[config.mk]
export PLATFORM = sky130hd
export DESIGN_NAME = dft_mem_top
export DESIGN_NICKNAME = d
export VERILOG_FILES = /design/src/hdl/dft_plan_pkg.sv /design/src/hdl/dft_sample_pkg.sv /design/src/hdl/dft_mem_top.sv /design/src/hdl/dft_sample_ram.sv /design/src/hdl/dft_sink_ctrl.sv /design/src/hdl/dft_source_ctrl.sv /design/src/hdl/dft_stage_reader.sv /design/src/hdl/dft_stage_writer.sv
export VERILOG_INCLUDE_DIRS = /design/src /design/src/hdl
export SDC_FILE = /design/constraint.sdc
export NUM_CORES = 2
export LEC_CHECK = 0
export ABC_AREA = 1
export BUFFER_PORTS_ARGS = -buffer_cell sky130_fd_sc_hd__buf_4
export CORE_ASPECT_RATIO = 1.5
export CORE_MARGIN = 2
export CORE_UTILIZATION = 49
export DETAILED_ROUTE_END_ITERATION = 8
export PLACE_DENSITY_LB_ADDON = 0.15
export SETUP_SLACK_MARGIN = 0.5
export SYNTH_ARGS = -nofsm -noshare
export SYNTH_HDL_FRONTEND = slang
export SYNTH_HIERARCHICAL = 1
export SYNTH_SLANG_ARGS = --single-unit
[constraint.sdc]
create_clock -name clk -period 5.85 [get_ports clk]
set_clock_uncertainty 0.2 [all_clocks]
set_input_delay 0.2925 -clock clk [delete_from_list [all_inputs] [get_ports clk]]
set_output_delay 0.2925 -clock clk [all_outputs]
set_load 0.02 [all_outputs]
[src/hdl/dft_mem_cfg.svh]
`ifndef DFT_MEM_CFG_SVH
`define DFT_MEM_CFG_SVH

// ----------------------------------------
// Data path widths
// ----------------------------------------
// Width of each real and imaginary part
`define DFT_DATA_W 16
// Sample RAM address width, 64 words
`define DFT_ADDR_W 6

// ----------------------------------------
// Frame control limits
// ----------------------------------------
// Most radix factors in one plan
`define DFT_MAX_STAGES 3
// Idle cycles tolerated inside a partial input frame
`define DFT_SINK_TIMEOUT 64

`endif

[src/hdl/dft_plan_pkg.sv]
`include "dft_mem_cfg.svh"

package dft_plan_pkg;

	// Point counters need one bit more than a RAM address
	typedef logic [`DFT_ADDR_W:0] cnt_t;

	// Frame plan, factor[0] is the first stage
	typedef struct packed {
		logic [1:0]                          num_factors;
		logic [0:`DFT_MAX_STAGES-1][2:0]     factor;
		cnt_t                                n_points;
	} plan_t;

	// Frame sequencer states
	typedef enum logic [2:0] {
		IDLE,
		SINK,
		READ,
		WAIT_WR,
		SOURCE
	} seq_state_t;

	// Radix of position i, unused positions act as radix 1
	function automatic logic [2:0] eff_factor(plan_t p, int i);
		return (i < int'(p.num_factors)) ? p.factor[i] : 3'd1;
	endfunction

	// Stride L of stage s, product of the factors after s
	function automatic cnt_t stage_stride(plan_t p, int s);
		cnt_t l;
		l = cnt_t'(1);
		for (int i = 0; i < `DFT_MAX_STAGES; i++) begin
			if (i > s) begin
				l = cnt_t'(l * cnt_t'(eff_factor(p, i)));
			end
		end
		return l;
	endfunction

endpackage

[src/hdl/dft_sample_pkg.sv]
`include "dft_mem_cfg.svh"

package dft_sample_pkg;

	// Complex sample, real part in the upper half
	typedef struct packed {
		logic signed [`DFT_DATA_W-1:0] re;
		logic signed [`DFT_DATA_W-1:0] im;
	} sample_t;

	// Input stream beat, natural order
	typedef struct packed {
		logic    valid;
		logic    sop;
		sample_t data;
	} in_beat_t;

	// Output stream beat, digit-reversed order
	typedef struct packed {
		logic    valid;
		logic    sop;
		logic    eop;
		sample_t data;
	} out_beat_t;

	// Butterfly group beat, same shape to and from the radix core
	typedef struct packed {
		logic       valid;
		logic       first;
		logic       last;
		logic [2:0] radix;
		sample_t    data;
	} grp_beat_t;

endpackage

[src/hdl/dft_mem_top.sv]
`timescale 1ns/10ps
`include "dft_mem_cfg.svh"

module dft_mem_top (
	input  logic                       clk,
	input  logic                       rst_n,
	input  dft_sample_pkg::in_beat_t   in_beat,
	input  dft_plan_pkg::plan_t        plan,
	output dft_sample_pkg::grp_beat_t  to_core,
	input  dft_sample_pkg::grp_beat_t  from_core,
	output dft_sample_pkg::out_beat_t  out_beat,
	output logic                       sink_ready
);

	localparam int AW = `DFT_ADDR_W;

	dft_plan_pkg::seq_state_t state;
	dft_plan_pkg::plan_t      plan_q;
	logic [1:0]               stage;
	logic                     sop_in;

	// Sub-controller handshakes
	logic                     sink_done;
	logic                     sink_timeout;
	logic                     rd_done;
	logic                     wr_done;
	logic                     src_done;

	// RAM ports and their sources
	logic                     sink_we;
	logic [AW-1:0]            sink_waddr;
	dft_sample_pkg::sample_t  sink_wdata;
	logic                     wb_we;
	logic [AW-1:0]            wb_waddr;
	dft_sample_pkg::sample_t  wb_wdata;
	logic [AW-1:0]            rd_raddr;
	logic [AW-1:0]            src_raddr;
	logic                     ram_we;
	logic [AW-1:0]            ram_waddr;
	dft_sample_pkg::sample_t  ram_wdata;
	logic [AW-1:0]            ram_raddr;
	dft_sample_pkg::sample_t  ram_rdata;

	assign sop_in = state == dft_plan_pkg::IDLE && in_beat.valid && in_beat.sop;

	// ----------------------------------------
	// Frame sequencer
	// ----------------------------------------
	always_ff @(posedge clk) begin
		if (!rst_n) begin
			state <= dft_plan_pkg::IDLE;
			stage <= '0;
		end else begin
			case (state)
				dft_plan_pkg::IDLE: begin
					stage <= '0;
					if (sop_in) state <= dft_plan_pkg::SINK;
				end
				dft_plan_pkg::SINK: begin
					if (sink_done) state <= dft_plan_pkg::READ;
					else if (sink_timeout) state <= dft_plan_pkg::IDLE;
				end
				dft_plan_pkg::READ: begin
					if (rd_done) state <= dft_plan_pkg::WAIT_WR;
				end
				dft_plan_pkg::WAIT_WR: begin
					// Last stage written back, frame is ready to stream
					if (wr_done && stage == plan_q.num_factors - 2'd1) begin
						state <= dft_plan_pkg::SOURCE;
					end else if (wr_done) begin
						state <= dft_plan_pkg::READ;
						stage <= stage + 2'd1;
					end
				end
				dft_plan_pkg::SOURCE: begin
					if (src_done) state <= dft_plan_pkg::IDLE;
				end
				default: state <= dft_plan_pkg::IDLE;
			endcase
		end
	end

	// Plan held for the whole frame
	always_ff @(posedge clk) begin
		if (!rst_n) begin
			plan_q <= '0;
		end else if (sop_in) begin
			plan_q <= plan;
		end
	end

	assign sink_ready = state == dft_plan_pkg::IDLE;

	// ----------------------------------------
	// RAM port muxing
	// ----------------------------------------
	always_comb begin
		if (state == dft_plan_pkg::SINK) begin
			ram_we    = sink_we;
			ram_waddr = sink_waddr;
			ram_wdata = sink_wdata;
		end else begin
			ram_we    = wb_we;
			ram_waddr = wb_waddr;
			ram_wdata = wb_wdata;
		end
		ram_raddr = (state == dft_plan_pkg::SOURCE) ? src_raddr : rd_raddr;
	end

	dft_sample_ram u_ram (
		.clk   (clk),
		.we    (ram_we),
		.waddr (ram_waddr),
		.wdata (ram_wdata),
		.raddr (ram_raddr),
		.rdata (ram_rdata)
	);

	dft_sink_ctrl u_sink (
		.clk          (clk),
		.rst_n        (rst_n),
		.state        (state),
		.n_points     (plan_q.n_points),
		.in_beat      (in_beat),
		.we           (sink_we),
		.waddr        (sink_waddr),
		.wdata        (sink_wdata),
		.sink_done    (sink_done),
		.sink_timeout (sink_timeout)
	);

	dft_stage_reader u_reader (
		.clk     (clk),
		.rst_n   (rst_n),
		.state   (state),
		.plan    (plan_q),
		.stage   (stage),
		.raddr   (rd_raddr),
		.rdata   (ram_rdata),
		.to_core (to_core),
		.rd_done (rd_done)
	);

	dft_stage_writer u_writer (
		.clk       (clk),
		.rst_n     (rst_n),
		.state     (state),
		.plan      (plan_q),
		.stage     (stage),
		.from_core (from_core),
		.we        (wb_we),
		.waddr     (wb_waddr),
		.wdata     (wb_wdata),
		.wr_done   (wr_done)
	);

	dft_source_ctrl u_source (
		.clk      (clk),
		.rst_n    (rst_n),
		.state    (state),
		.plan     (plan_q),
		.raddr    (src_raddr),
		.rdata    (ram_rdata),
		.out_beat (out_beat),
		.src_done (src_done)
	);

	// Output stream never overlaps frame intake
	a_no_out_in_sink: assert property (@(posedge clk) disable iff (!rst_n)
		state == dft_plan_pkg::SINK |-> !out_beat.valid);

endmodule

[src/hdl/dft_sample_ram.sv]
`timescale 1ns/10ps
`include "dft_mem_cfg.svh"

module dft_sample_ram (
	input  logic                    clk,
	input  logic                    we,
	input  logic [`DFT_ADDR_W-1:0]  waddr,
	input  dft_sample_pkg::sample_t wdata,
	input  logic [`DFT_ADDR_W-1:0]  raddr,
	output dft_sample_pkg::sample_t rdata
);

	// One frame of samples, updated in place by every stage
	dft_sample_pkg::sample_t mem [0:(1 << `DFT_ADDR_W)-1];

	// Write port
	always_ff @(posedge clk) begin
		if (we) begin
			mem[waddr] <= wdata;
		end
	end

	// Registered read, data one cycle after the address
	always_ff @(posedge clk) begin
		rdata <= mem[raddr];
	end

endmodule

[src/hdl/dft_sink_ctrl.sv]
`timescale 1ns/10ps
`include "dft_mem_cfg.svh"

module dft_sink_ctrl (
	input  logic                       clk,
	input  logic                       rst_n,
	input  dft_plan_pkg::seq_state_t   state,
	input  dft_plan_pkg::cnt_t         n_points,
	input  dft_sample_pkg::in_beat_t   in_beat,
	output logic                       we,
	output logic [`DFT_ADDR_W-1:0]     waddr,
	output dft_sample_pkg::sample_t    wdata,
	output logic                       sink_done,
	output logic                       sink_timeout
);

	localparam int TO_W = $clog2(`DFT_SINK_TIMEOUT);
	localparam logic [TO_W-1:0] TO_LAST = TO_W'(`DFT_SINK_TIMEOUT - 1);

	dft_plan_pkg::cnt_t acc_cnt;
	logic [TO_W-1:0]    idle_cnt;
	logic               take;

	// The sop beat in IDLE is sample 0 and later beats stop at a full frame
	assign take = in_beat.valid &&
		((state == dft_plan_pkg::IDLE && in_beat.sop) ||
		 (state == dft_plan_pkg::SINK && acc_cnt < n_points));

	// ----------------------------------------
	// Beat register and write address
	// ----------------------------------------
	always_ff @(posedge clk) begin
		if (!rst_n) begin
			we      <= 1'b0;
			acc_cnt <= '0;
		end else begin
			we <= take;
			if (take) begin
				acc_cnt <= acc_cnt + dft_plan_pkg::cnt_t'(1);
			end else if (state != dft_plan_pkg::SINK || sink_timeout) begin
				// A dropped frame leaves no stale count for the next sop
				acc_cnt <= '0;
			end
		end
	end

	// Payload and address follow the accepted beat
	always_ff @(posedge clk) begin
		if (take) begin
			wdata <= in_beat.data;
			waddr <= acc_cnt[`DFT_ADDR_W-1:0];
		end
	end

	// Pulse on the N-th write
	assign sink_done = we && ({1'b0, waddr} == n_points - dft_plan_pkg::cnt_t'(1));

	// ----------------------------------------
	// Stall watchdog
	// ----------------------------------------
	always_ff @(posedge clk) begin
		if (!rst_n || take || state != dft_plan_pkg::SINK) begin
			idle_cnt <= '0;
		end else begin
			idle_cnt <= idle_cnt + TO_W'(1);
		end
	end

	assign sink_timeout = state == dft_plan_pkg::SINK && !take && idle_cnt == TO_LAST;

	// Sink writes never spill into the stage phases
	a_sink_write_in_sink: assert property (@(posedge clk) disable iff (!rst_n)
		we |-> state == dft_plan_pkg::SINK);

endmodule

[src/hdl/dft_source_ctrl.sv]
`timescale 1ns/10ps
`include "dft_mem_cfg.svh"

module dft_source_ctrl (
	input  logic                       clk,
	input  logic                       rst_n,
	input  dft_plan_pkg::seq_state_t   state,
	input  dft_plan_pkg::plan_t        plan,
	output logic [`DFT_ADDR_W-1:0]     raddr,
	input  dft_sample_pkg::sample_t    rdata,
	output dft_sample_pkg::out_beat_t  out_beat,
	output logic                       src_done
);

	localparam int AW = `DFT_ADDR_W;

	logic [2:0]         r0;
	logic [2:0]         r1;
	dft_plan_pkg::cnt_t w0;
	dft_plan_pkg::cnt_t w1;
	logic [2:0]         d0;
	logic [2:0]         d1;
	logic [2:0]         d2;
	logic [AW-1:0]      a0;
	logic [AW-1:0]      a1;
	dft_plan_pkg::cnt_t pt;
	logic               pt_last;
	logic               fin;
	logic               src_en;

	// Digit radices and address weights N/f0 and N/(f0*f1)
	assign r0 = dft_plan_pkg::eff_factor(plan, 0);
	assign r1 = dft_plan_pkg::eff_factor(plan, 1);
	assign w0 = dft_plan_pkg::stage_stride(plan, 0);
	assign w1 = dft_plan_pkg::stage_stride(plan, 1);

	assign pt_last = pt == plan.n_points - dft_plan_pkg::cnt_t'(1);
	assign src_en  = state == dft_plan_pkg::SOURCE && !fin;
	// d2 has weight 1
	assign raddr   = a0 + a1 + AW'(d2);

	// ----------------------------------------
	// Mixed-radix odometer, d0 fastest
	// ----------------------------------------
	always_ff @(posedge clk) begin
		if (!rst_n || state != dft_plan_pkg::SOURCE) begin
			d0  <= '0;
			d1  <= '0;
			d2  <= '0;
			a0  <= '0;
			a1  <= '0;
			pt  <= '0;
			fin <= 1'b0;
		end else if (src_en) begin
			pt  <= pt + dft_plan_pkg::cnt_t'(1);
			fin <= pt_last;
			if (d0 != r0 - 3'd1) begin
				d0 <= d0 + 3'd1;
				a0 <= a0 + w0[AW-1:0];
			end else begin
				d0 <= '0;
				a0 <= '0;
				if (d1 != r1 - 3'd1) begin
					d1 <= d1 + 3'd1;
					a1 <= a1 + w1[AW-1:0];
				end else begin
					// Top digit never wraps inside one frame
					d1 <= '0;
					a1 <= '0;
					d2 <= d2 + 3'd1;
				end
			end
		end
	end

	// ----------------------------------------
	// Flags delayed two cycles to meet the data
	// ----------------------------------------
	logic                    v1;
	logic                    s1;
	logic                    e1;
	logic                    out_vld;
	logic                    out_sop;
	logic                    out_eop;
	dft_sample_pkg::sample_t out_data;

	always_ff @(posedge clk) begin
		if (!rst_n) begin
			v1      <= 1'b0;
			s1      <= 1'b0;
			e1      <= 1'b0;
			out_vld <= 1'b0;
			out_sop <= 1'b0;
			out_eop <= 1'b0;
		end else begin
			v1      <= src_en;
			s1      <= src_en && pt == '0;
			e1      <= src_en && pt_last;
			out_vld <= v1;
			out_sop <= s1;
			out_eop <= e1;
		end
	end

	// Output sample register after the RAM read register
	always_ff @(posedge clk) begin
		out_data <= rdata;
	end

	assign out_beat = '{valid: out_vld, sop: out_sop, eop: out_eop, data: out_data};
	assign src_done = out_vld && out_eop;

endmodule

[src/hdl/dft_stage_reader.sv]
`timescale 1ns/10ps
`include "dft_mem_cfg.svh"

module dft_stage_reader (
	input  logic                       clk,
	input  logic                       rst_n,
	input  dft_plan_pkg::seq_state_t   state,
	input  dft_plan_pkg::plan_t        plan,
	input  logic [1:0]                 stage,
	output logic [`DFT_ADDR_W-1:0]     raddr,
	input  dft_sample_pkg::sample_t    rdata,
	output dft_sample_pkg::grp_beat_t  to_core,
	output logic                       rd_done
);

	localparam int AW = `DFT_ADDR_W;

	logic [2:0]         fs;
	dft_plan_pkg::cnt_t stride;
	logic [2:0]         k;
	dft_plan_pkg::cnt_t j;
	logic [AW-1:0]      base;
	logic [AW-1:0]      addr;
	dft_plan_pkg::cnt_t pt;
	logic               pt_last;
	logic               fin;
	logic               rd_en;

	// Radix and stride of this stage
	assign fs     = plan.factor[stage];
	assign stride = dft_plan_pkg::stage_stride(plan, int'(stage));

	assign pt_last = pt == plan.n_points - dft_plan_pkg::cnt_t'(1);
	assign rd_en   = state == dft_plan_pkg::READ && !fin;
	assign raddr   = addr;

	// ----------------------------------------
	// Group address counters
	// ----------------------------------------
	// k inner, j across groups of one block, blocks follow
	always_ff @(posedge clk) begin
		if (!rst_n || state != dft_plan_pkg::READ || (rd_en && pt_last)) begin
			k    <= '0;
			j    <= '0;
			base <= '0;
			addr <= '0;
			pt   <= '0;
		end else if (rd_en) begin
			pt <= pt + dft_plan_pkg::cnt_t'(1);
			if (k != fs - 3'd1) begin
				k    <= k + 3'd1;
				addr <= addr + stride[AW-1:0];
			end else begin
				k <= '0;
				if (j != stride - dft_plan_pkg::cnt_t'(1)) begin
					// Next group in the same block
					j    <= j + dft_plan_pkg::cnt_t'(1);
					base <= base + AW'(1);
					addr <= base + AW'(1);
				end else begin
					// Next block starts right after the last point
					j    <= '0;
					base <= addr + AW'(1);
					addr <= addr + AW'(1);
				end
			end
		end
	end

	// Stop issuing once N addresses went out
	always_ff @(posedge clk) begin
		if (!rst_n || state != dft_plan_pkg::READ) begin
			fin <= 1'b0;
		end else if (rd_en && pt_last) begin
			fin <= 1'b1;
		end
	end

	// ----------------------------------------
	// Tags aligned with the RAM latency
	// ----------------------------------------
	logic       tag_vld;
	logic       tag_first;
	logic       tag_last;
	logic [2:0] tag_radix;
	logic       tag_end;

	always_ff @(posedge clk) begin
		if (!rst_n) begin
			tag_vld   <= 1'b0;
			tag_first <= 1'b0;
			tag_last  <= 1'b0;
			tag_radix <= '0;
			tag_end   <= 1'b0;
		end else begin
			tag_vld   <= rd_en;
			tag_first <= rd_en && k == 3'd0;
			tag_last  <= rd_en && k == fs - 3'd1;
			tag_radix <= fs;
			tag_end   <= rd_en && pt_last;
		end
	end

	assign to_core = '{valid: tag_vld, first: tag_first, last: tag_last,
		radix: tag_radix, data: rdata};
	assign rd_done = tag_vld && tag_end;

	// Read addresses stay inside the captured frame
	a_raddr_in_frame: assert property (@(posedge clk) disable iff (!rst_n)
		rd_en |-> {1'b0, raddr} < plan.n_points);

endmodule

[src/hdl/dft_stage_writer.sv]
`timescale 1ns/10ps
`include "dft_mem_cfg.svh"

module dft_stage_writer (
	input  logic                       clk,
	input  logic                       rst_n,
	input  dft_plan_pkg::seq_state_t   state,
	input  dft_plan_pkg::plan_t        plan,
	input  logic [1:0]                 stage,
	input  dft_sample_pkg::grp_beat_t  from_core,
	output logic                       we,
	output logic [`DFT_ADDR_W-1:0]     waddr,
	output dft_sample_pkg::sample_t    wdata,
	output logic                       wr_done
);

	localparam int AW = `DFT_ADDR_W;

	logic [2:0]         fs;
	dft_plan_pkg::cnt_t stride;
	logic [2:0]         k;
	dft_plan_pkg::cnt_t j;
	logic [AW-1:0]      base;
	logic [AW-1:0]      addr;
	dft_plan_pkg::cnt_t pt;
	logic               pt_last;
	logic               busy;
	logic               wr_last;

	assign fs      = plan.factor[stage];
	assign stride  = dft_plan_pkg::stage_stride(plan, int'(stage));
	assign pt_last = pt == plan.n_points - dft_plan_pkg::cnt_t'(1);
	assign busy    = state == dft_plan_pkg::READ || state == dft_plan_pkg::WAIT_WR;

	// Same walk as the reader, one step per returned beat
	always_ff @(posedge clk) begin
		if (!rst_n || !busy || (from_core.valid && pt_last)) begin
			k    <= '0;
			j    <= '0;
			base <= '0;
			addr <= '0;
			pt   <= '0;
		end else if (from_core.valid) begin
			pt <= pt + dft_plan_pkg::cnt_t'(1);
			if (k != fs - 3'd1) begin
				k    <= k + 3'd1;
				addr <= addr + stride[AW-1:0];
			end else begin
				k <= '0;
				if (j != stride - dft_plan_pkg::cnt_t'(1)) begin
					j    <= j + dft_plan_pkg::cnt_t'(1);
					base <= base + AW'(1);
					addr <= base + AW'(1);
				end else begin
					j    <= '0;
					base <= addr + AW'(1);
					addr <= addr + AW'(1);
				end
			end
		end
	end

	// ----------------------------------------
	// Write-back register
	// ----------------------------------------
	always_ff @(posedge clk) begin
		if (!rst_n) begin
			we      <= 1'b0;
			wr_last <= 1'b0;
		end else begin
			we      <= from_core.valid && busy;
			wr_last <= from_core.valid && pt_last;
		end
	end

	always_ff @(posedge clk) begin
		waddr <= addr;
		wdata <= from_core.data;
	end

	assign wr_done = we && wr_last;

	// Core returns exactly N beats per stage
	a_no_extra_core_beat: assert property (@(posedge clk) disable iff (!rst_n)
		from_core.valid |-> busy && !wr_done);

endmodule

==> Word-level counts from Yosys, hierarchy flattened <==
Memory sizes are Yosys's and may differ from the RTL's. A register that Yosys moved wholly into a read port is not among the register bits.
Index checks and enable logic that the tools add are counted.
{ "totals": {"ff_bits": 248, "word_cells": 206, "mem_count": 1, "latchBits": 0, "ramBits": 2048, "mem_bits_ro": 0} }
{ "classes": {"bitwise_logic": 5, "addsub": 29, "div_mod_pow": 0, "reduce_logical": 47, "mux": 39, "eq_ne": 27, "mul": 2, "n_shift": 0, "order_cmp": 7} }
{ "memory_table": {"columns": ["memory", "words", "width", "read_ports", "rd_ports_with_merged_regs", "write_ports", "line", "rtl"], "rows": [
  ["u_ram.mem", 64, 32, 1, 1, 1, "dft_sample_ram.sv:14", "dft_sample_pkg::sample_t mem [0:(1 << `DFT_ADDR_W)-1];"]
]} }
{ "ops": {"columns": ["cell", "count"], "rows": [
  ["$mux W3", 17],
  ["$mux W6", 8],
  ["$add A7 B1 Y7 const B", 6],
  ["$mux W7", 5],
  ["$mux W32", 1],
  ["$add A6 B1 Y6 const B", 5],
  ["$add A6 B6 Y6", 4],
  ["$eq A7 B7 Y1", 3],
  ["$logic_and A1 B1 Y1", 21],
  ["$add A3 B1 Y3 const B", 5],
  ["$pmux W3 S5", 1],
  ["$ne A7 B7 Y1", 2],
  ["$sub A7 B1 Y7 const B", 2],
  ["$add A6 B3 Y6", 2],
  ["$ne A3 B3 Y1", 4],
  ["$logic_or A1 B1 Y1", 10],
  ["$sub A3 B1 Y3 const B", 3],
  ["$ne A2 B2 Y1 const B", 4],
  ["$eq A6 B7 Y1", 1],
  ["$logic_not A7 Y1", 1],
  ["$lt A7 B7 Y1", 1],
  ["$mul A7 B3 Y7", 1],
  ["$bmux W3 S2", 1],
  ["$eq A3 B2 Y1 const B", 2],
  ["other kinds (28)", 46]
]} }

==> Longest topological paths before layout <==
{ "depth": {"depth_word": 10, "mapped_depth": 30, "mapped_depth_nobuf": 27} }

==> Cells and area by module <==
The synthesis kept the hierarchy.
{ "modules_own_cells": {"columns": ["mod", "instances", "area_each_um2", "cells_per_inst"], "rows": [
  ["dft_sample_ram", 1, 82738.1, 6769],
  ["dft_stage_writer", 1, 3399.5, 419],
  ["dft_source_ctrl", 1, 3385.7, 420],
  ["dft_stage_reader", 1, 3002.9, 430],
  ["dft_sink_ctrl", 1, 2163.3, 183],
  ["dft_mem_top", 1, 1531.5, 283]
]} }

==> Least setup slack after synthesis <==
Ideal clock, no wire load.
{ "synth_path": {"kind": "register -> register", "startpoint": "reg state[2]", "endpoint": "mem u_ram/mem[50][0] (netlist bit), enable pin", "slack_ns": 0.212, "setup_ns": 0.502, "period_less_slack_ns": 5.638, "arrival_time_ns": 4.936, "path_stages_with_launch": 12, "path_cell_list": "dfxtp_1 > inv_1 > nand2_1 > nor2_2 > inv_2 > buf_2 > buf_2 > nand2_1 > nand2_1 > clkbuf_1 > inv_1 > nor4_1"} }
{ "synth_between": {"word_cells_on_any_way": 5, "cone_classes": "eq/ne (1); mux (4)"} }
{ "synth_rtl": {"columns": ["element", "line", "rtl"], "rows": [
  ["start: declaration", "dft_mem_top.sv:17", "dft_plan_pkg::seq_state_t state;"],
  ["start signal: assignment", "dft_mem_top.sv:51", "state <= dft_plan_pkg::IDLE;"],
  ["start signal: assignment", "dft_mem_top.sv:57", "if (sop_in) state <= dft_plan_pkg::SINK;"],
  ["start signal: assignment", "dft_mem_top.sv:60", "if (sink_done) state <= dft_plan_pkg::READ;"],
  ["$eq A3 B1 Y1", "dft_mem_top.sv:98", "if (state == dft_plan_pkg::SINK) begin"],
  ["$mux W6", "dft_mem_top.sv:98", null],
  ["via ram_waddr[1]", "dft_mem_top.sv:39", "logic [AW-1:0] ram_waddr;"],
  ["end: declaration", "dft_sample_ram.sv:14", null]
]} }
The timed path passes the listed nets, and every way through them passes these cells.

==> Final worst setup path <==
{ "layout_path": {"startpoint": "reg state[2]", "endpoint": "mem u_ram/mem[43][11] (netlist bit), enable pin"} }
Same word-level chain as after synthesis.

==> key figures <==
Status
  • Status: completed

Worst setup path
  • Critical path's largest stage delay: 0.87 ns
  • Crit. End Element: flip-flop
  • Critical path class: flip-flop to flip-flop
  • Reg2Reg Capture Point: u_ram/mem[43][11]
  • Critical path's slowest cell: nand4_1
  • Critical Path, Cell by Cell: inv_1, nand2_1, nor2_4, inv_2, nand2_1, nand2_1, nand4_1, nor2_4, buf_4
  • Worst setup SP type: flip-flop
  • CP arrival: 4.99 ns
  • CP most frequent cell: nand2_1
  • Reg-to-reg startpoint: state[2]
  • Reg2reg path depth: 9
  • Setup slack, reg-to-reg: 1.13 ns
  • CP required: 6.12 ns
  • CP Max Fanout: 39

Detailed routing
  • DR WL/cell: 22.4 um
  • Vias/cell: 5.63
  • # DRC: 0
  • Initial DRC Count: between 5000 and 6000
  • Drt first pass iters: 6
  • DR vias: ~65000
  • Antenna Nets Post-Route: 0
  • Final WL: ~260000 um

GRT
  • GRT Resource Usage Total: between 20 and 30%
  • Number of global-route vias before repair: 63914
  • Initial antenna violation count: 3
  • First-pass GRT wire length: 387000 um
  • Largest net degree at the start of global routing: roughly 170
  • GRT overflow: 0

Yosys
  • Post-synth ARST share: 0%
  • Yosys reg bits: 2328
  • Top post-synthesis cells by count: 2687 x nand2_1, 2086 x edfxtp_1, 2027 x nand3_1, 296 x buf_2, 242 x dfxtp_1
  • Synthesized cell area: a little under 0.1 mm2
  • Leading register cell type out of synthesis: edfxtp_1
  • Mapped Cells: 8504
  • Syn Area/Cell: 11.3 um2
  • Post-synth EDFFs: 2086
  • Synth Net Count: between 8000 and 9000
  • Area contributors post-synth: edfxtp_1 65%, nand3_1 11%, nand2_1 10%, dfxtp_1 5.0%, buf_2 1.5%
  • Yosys Warn Count: 6
  • Top cell type's share of synthesized area: 65.1%
  • Cell variety after synth: 53
  • Post-synthesis sequential area ratio: 70.1%
  • Area leader, netlist: edfxtp_1
  • Most common cell in the netlist: nand2_1

Floorplan
  • Die area: roughly 0.2 mm2
  • DIE WIDTH: ~370 um
  • Core Area: 0.195 mm2
  • IO Count: 166
  • Cell row count: 199
  • Initial Util: about half
  • Die height: 547 um

Clock tree
  • Max Buffers Root-to-Sink: 4
  • CTS Hold Bufs: 190
  • Setup bufs post-CTS: 0
  • Root Driver: clkbuf_16
  • Latest clock arrival within the worst-skew pair: ~0.86 ns
  • CTS tree: built
  • Clock-pin slew on the worst setup and hold paths: around 0.060 ns
  • Clock Sinks: 2328
  • H-tree levels: 4
  • Post-cts sizing count: 0
  • Total CTS buffers: about 220

Layout
  • Final Core Density: 55.9%
  • Area delta synth->final: 13.6%
  • Share of post-route cells with drive strength above 1: approximately a tenth
  • Fill cell count: about 16000
  • Nets: 8904
  • Final instance area: around 0.11 mm2

Place
  • GP Congestion: 0.843
  • IO Port Bufs: 160
  • Placed Area: ~0.1 mm2
  • DP Wirelength: about 150000 um

Timing
  • Tightest Pin Transition: 1.34 ns
  • Final setup fails: 0
  • TNS Setup: 0 ns
  • Final hold vios: 0
  • Max-slew violations: 0
  • Fmax: 212 MHz
  • Headroom to the max-slew limit: 10.7%
  • Fin crit period: ~4.7 ns
  • Crit share post-route: between 80% and 90%
  • RSZ-0062 raised after global routing: no

Power and ir drop
  • Power per cell area: 317 mW/mm2
  • Total Power: ~35000 uW
  • Peak VDD IR: 0.245 mV
  • Leakage: slightly below 0.04 uW

Worst hold path
  • Count of cells along the worst hold path: 0
  • Hold_sp: u_ram/rdata[9]
  • HP Class: flip-flop to flip-flop
  • Hold Path Sink: u_source/out_beat[9]

Run
  • Max-cap violations: 0
worst max-delay path: cells and delay by family, from the launching register on:
family | cells | cell delay (ns)
flip-flops | 1 | 0.64
buffers and inverters | 3 | 1.22
AND/OR/NAND/NOR | 6 | 2.20
cells in the final DEF (no fill, tap or decap), types with 71 or more instances in the layout:
cell           count
nand3_1         2027
nor2_4            71
buf_4            286
a21oi_1           98
clkbuf_16        222
nand2_1         2649
dfxtp_1          242
edfxtp_1        2086
dlygate4sd3_1    190
nor2_1           148
inv_1            204
state kept, by name (all words and copies together) (netlist names), 7 cells and up:
register	cells
plan_q	18
u_reader/j	7
u_ram/rdata	32
u_source/pt	7
u_sink/acc_cnt	7
u_writer/j	7
u_sink/wdata	32
u_ram/mem	2048
u_source/out_beat	32
u_writer/pt	7
u_reader/pt	7
u_writer/wdata	32
cell families after synthesis:
| family | after synthesis | share of synthesized area, % |
|---|---|---|
| xor gates and xnor gates | 72 | 0.663 |
| adders and majority gates | 85 | 1.23 |
| AOI/OAI and AO/OA | 190 | 1.08 |
| buffers and inverters | 742 | 3.71 |
| and+or+nand+nor | 5087 | 23.2 |
| DFF | 2328 | 70.1 |
final cells by class:
type	instances	area, um2	area share (%)
Timing Repair Buffer	521	4950	4.53
Sequential cell	2328	67500	61.7
Antenna cell	2	5.00	0.00458
Inverter	224	885	0.809
Clock inverter	105	1000	0.918
Multi-Input combinational cell	5434	25800	23.6
Tap cell	2613	3270	2.99
Clock buffer	283	5960	5.45
how the worst max path moves through the flow:
stage | depth (start not counted) | end | startpoint
floorplan | 11 | u_ram/mem[50][0] | state[2]
global placement | 15 | u_ram/rdata[22] | state[2]
global route | 23 | u_reader/base[2] | stage[1]
finish | 9 | u_ram/mem[43][11] | state[2]
detailed placement | 15 | u_ram/rdata[22] | state[2]
CTS | 9 | u_ram/mem[43][11] | state[2]
power by group:
group | leakage [uW] | switching (uW) | total [uW] | internal (uW)
registers | 0.0208 | 67.5 | 18900 | 18800
clock network | 0.00343 | 6040 | 14000 | 7970
logic | 0.0153 | 1400 | 1790 | 391
total | 0.0395 | 7500 | 34700 | 27200
through the flow:
step	hold WS (ns)	cells	setup slack (ns)
finish	0.168	11510	1.13
global placement	0.175	10930	1.21
detailed placement	0.169	10930	1.16
global route	0.182	11510	0.807
floorplan	0.120	8504	0.212
CTS	0.134	11508	1.13
routing by layer:
metal | up-vias | global-route usage (%) | wire length, um
li1 | 30080 | - | -
met1 | 31852 | 30.9 | 99700
met2 | 2331 | 45.9 | 134000
met3 | 549 | 2.97 | 15600
met4 | 0 | 9.58 | 9420
met5 | - | 0 | 0
Note: power is estimated with default switching activity, not from simulation.
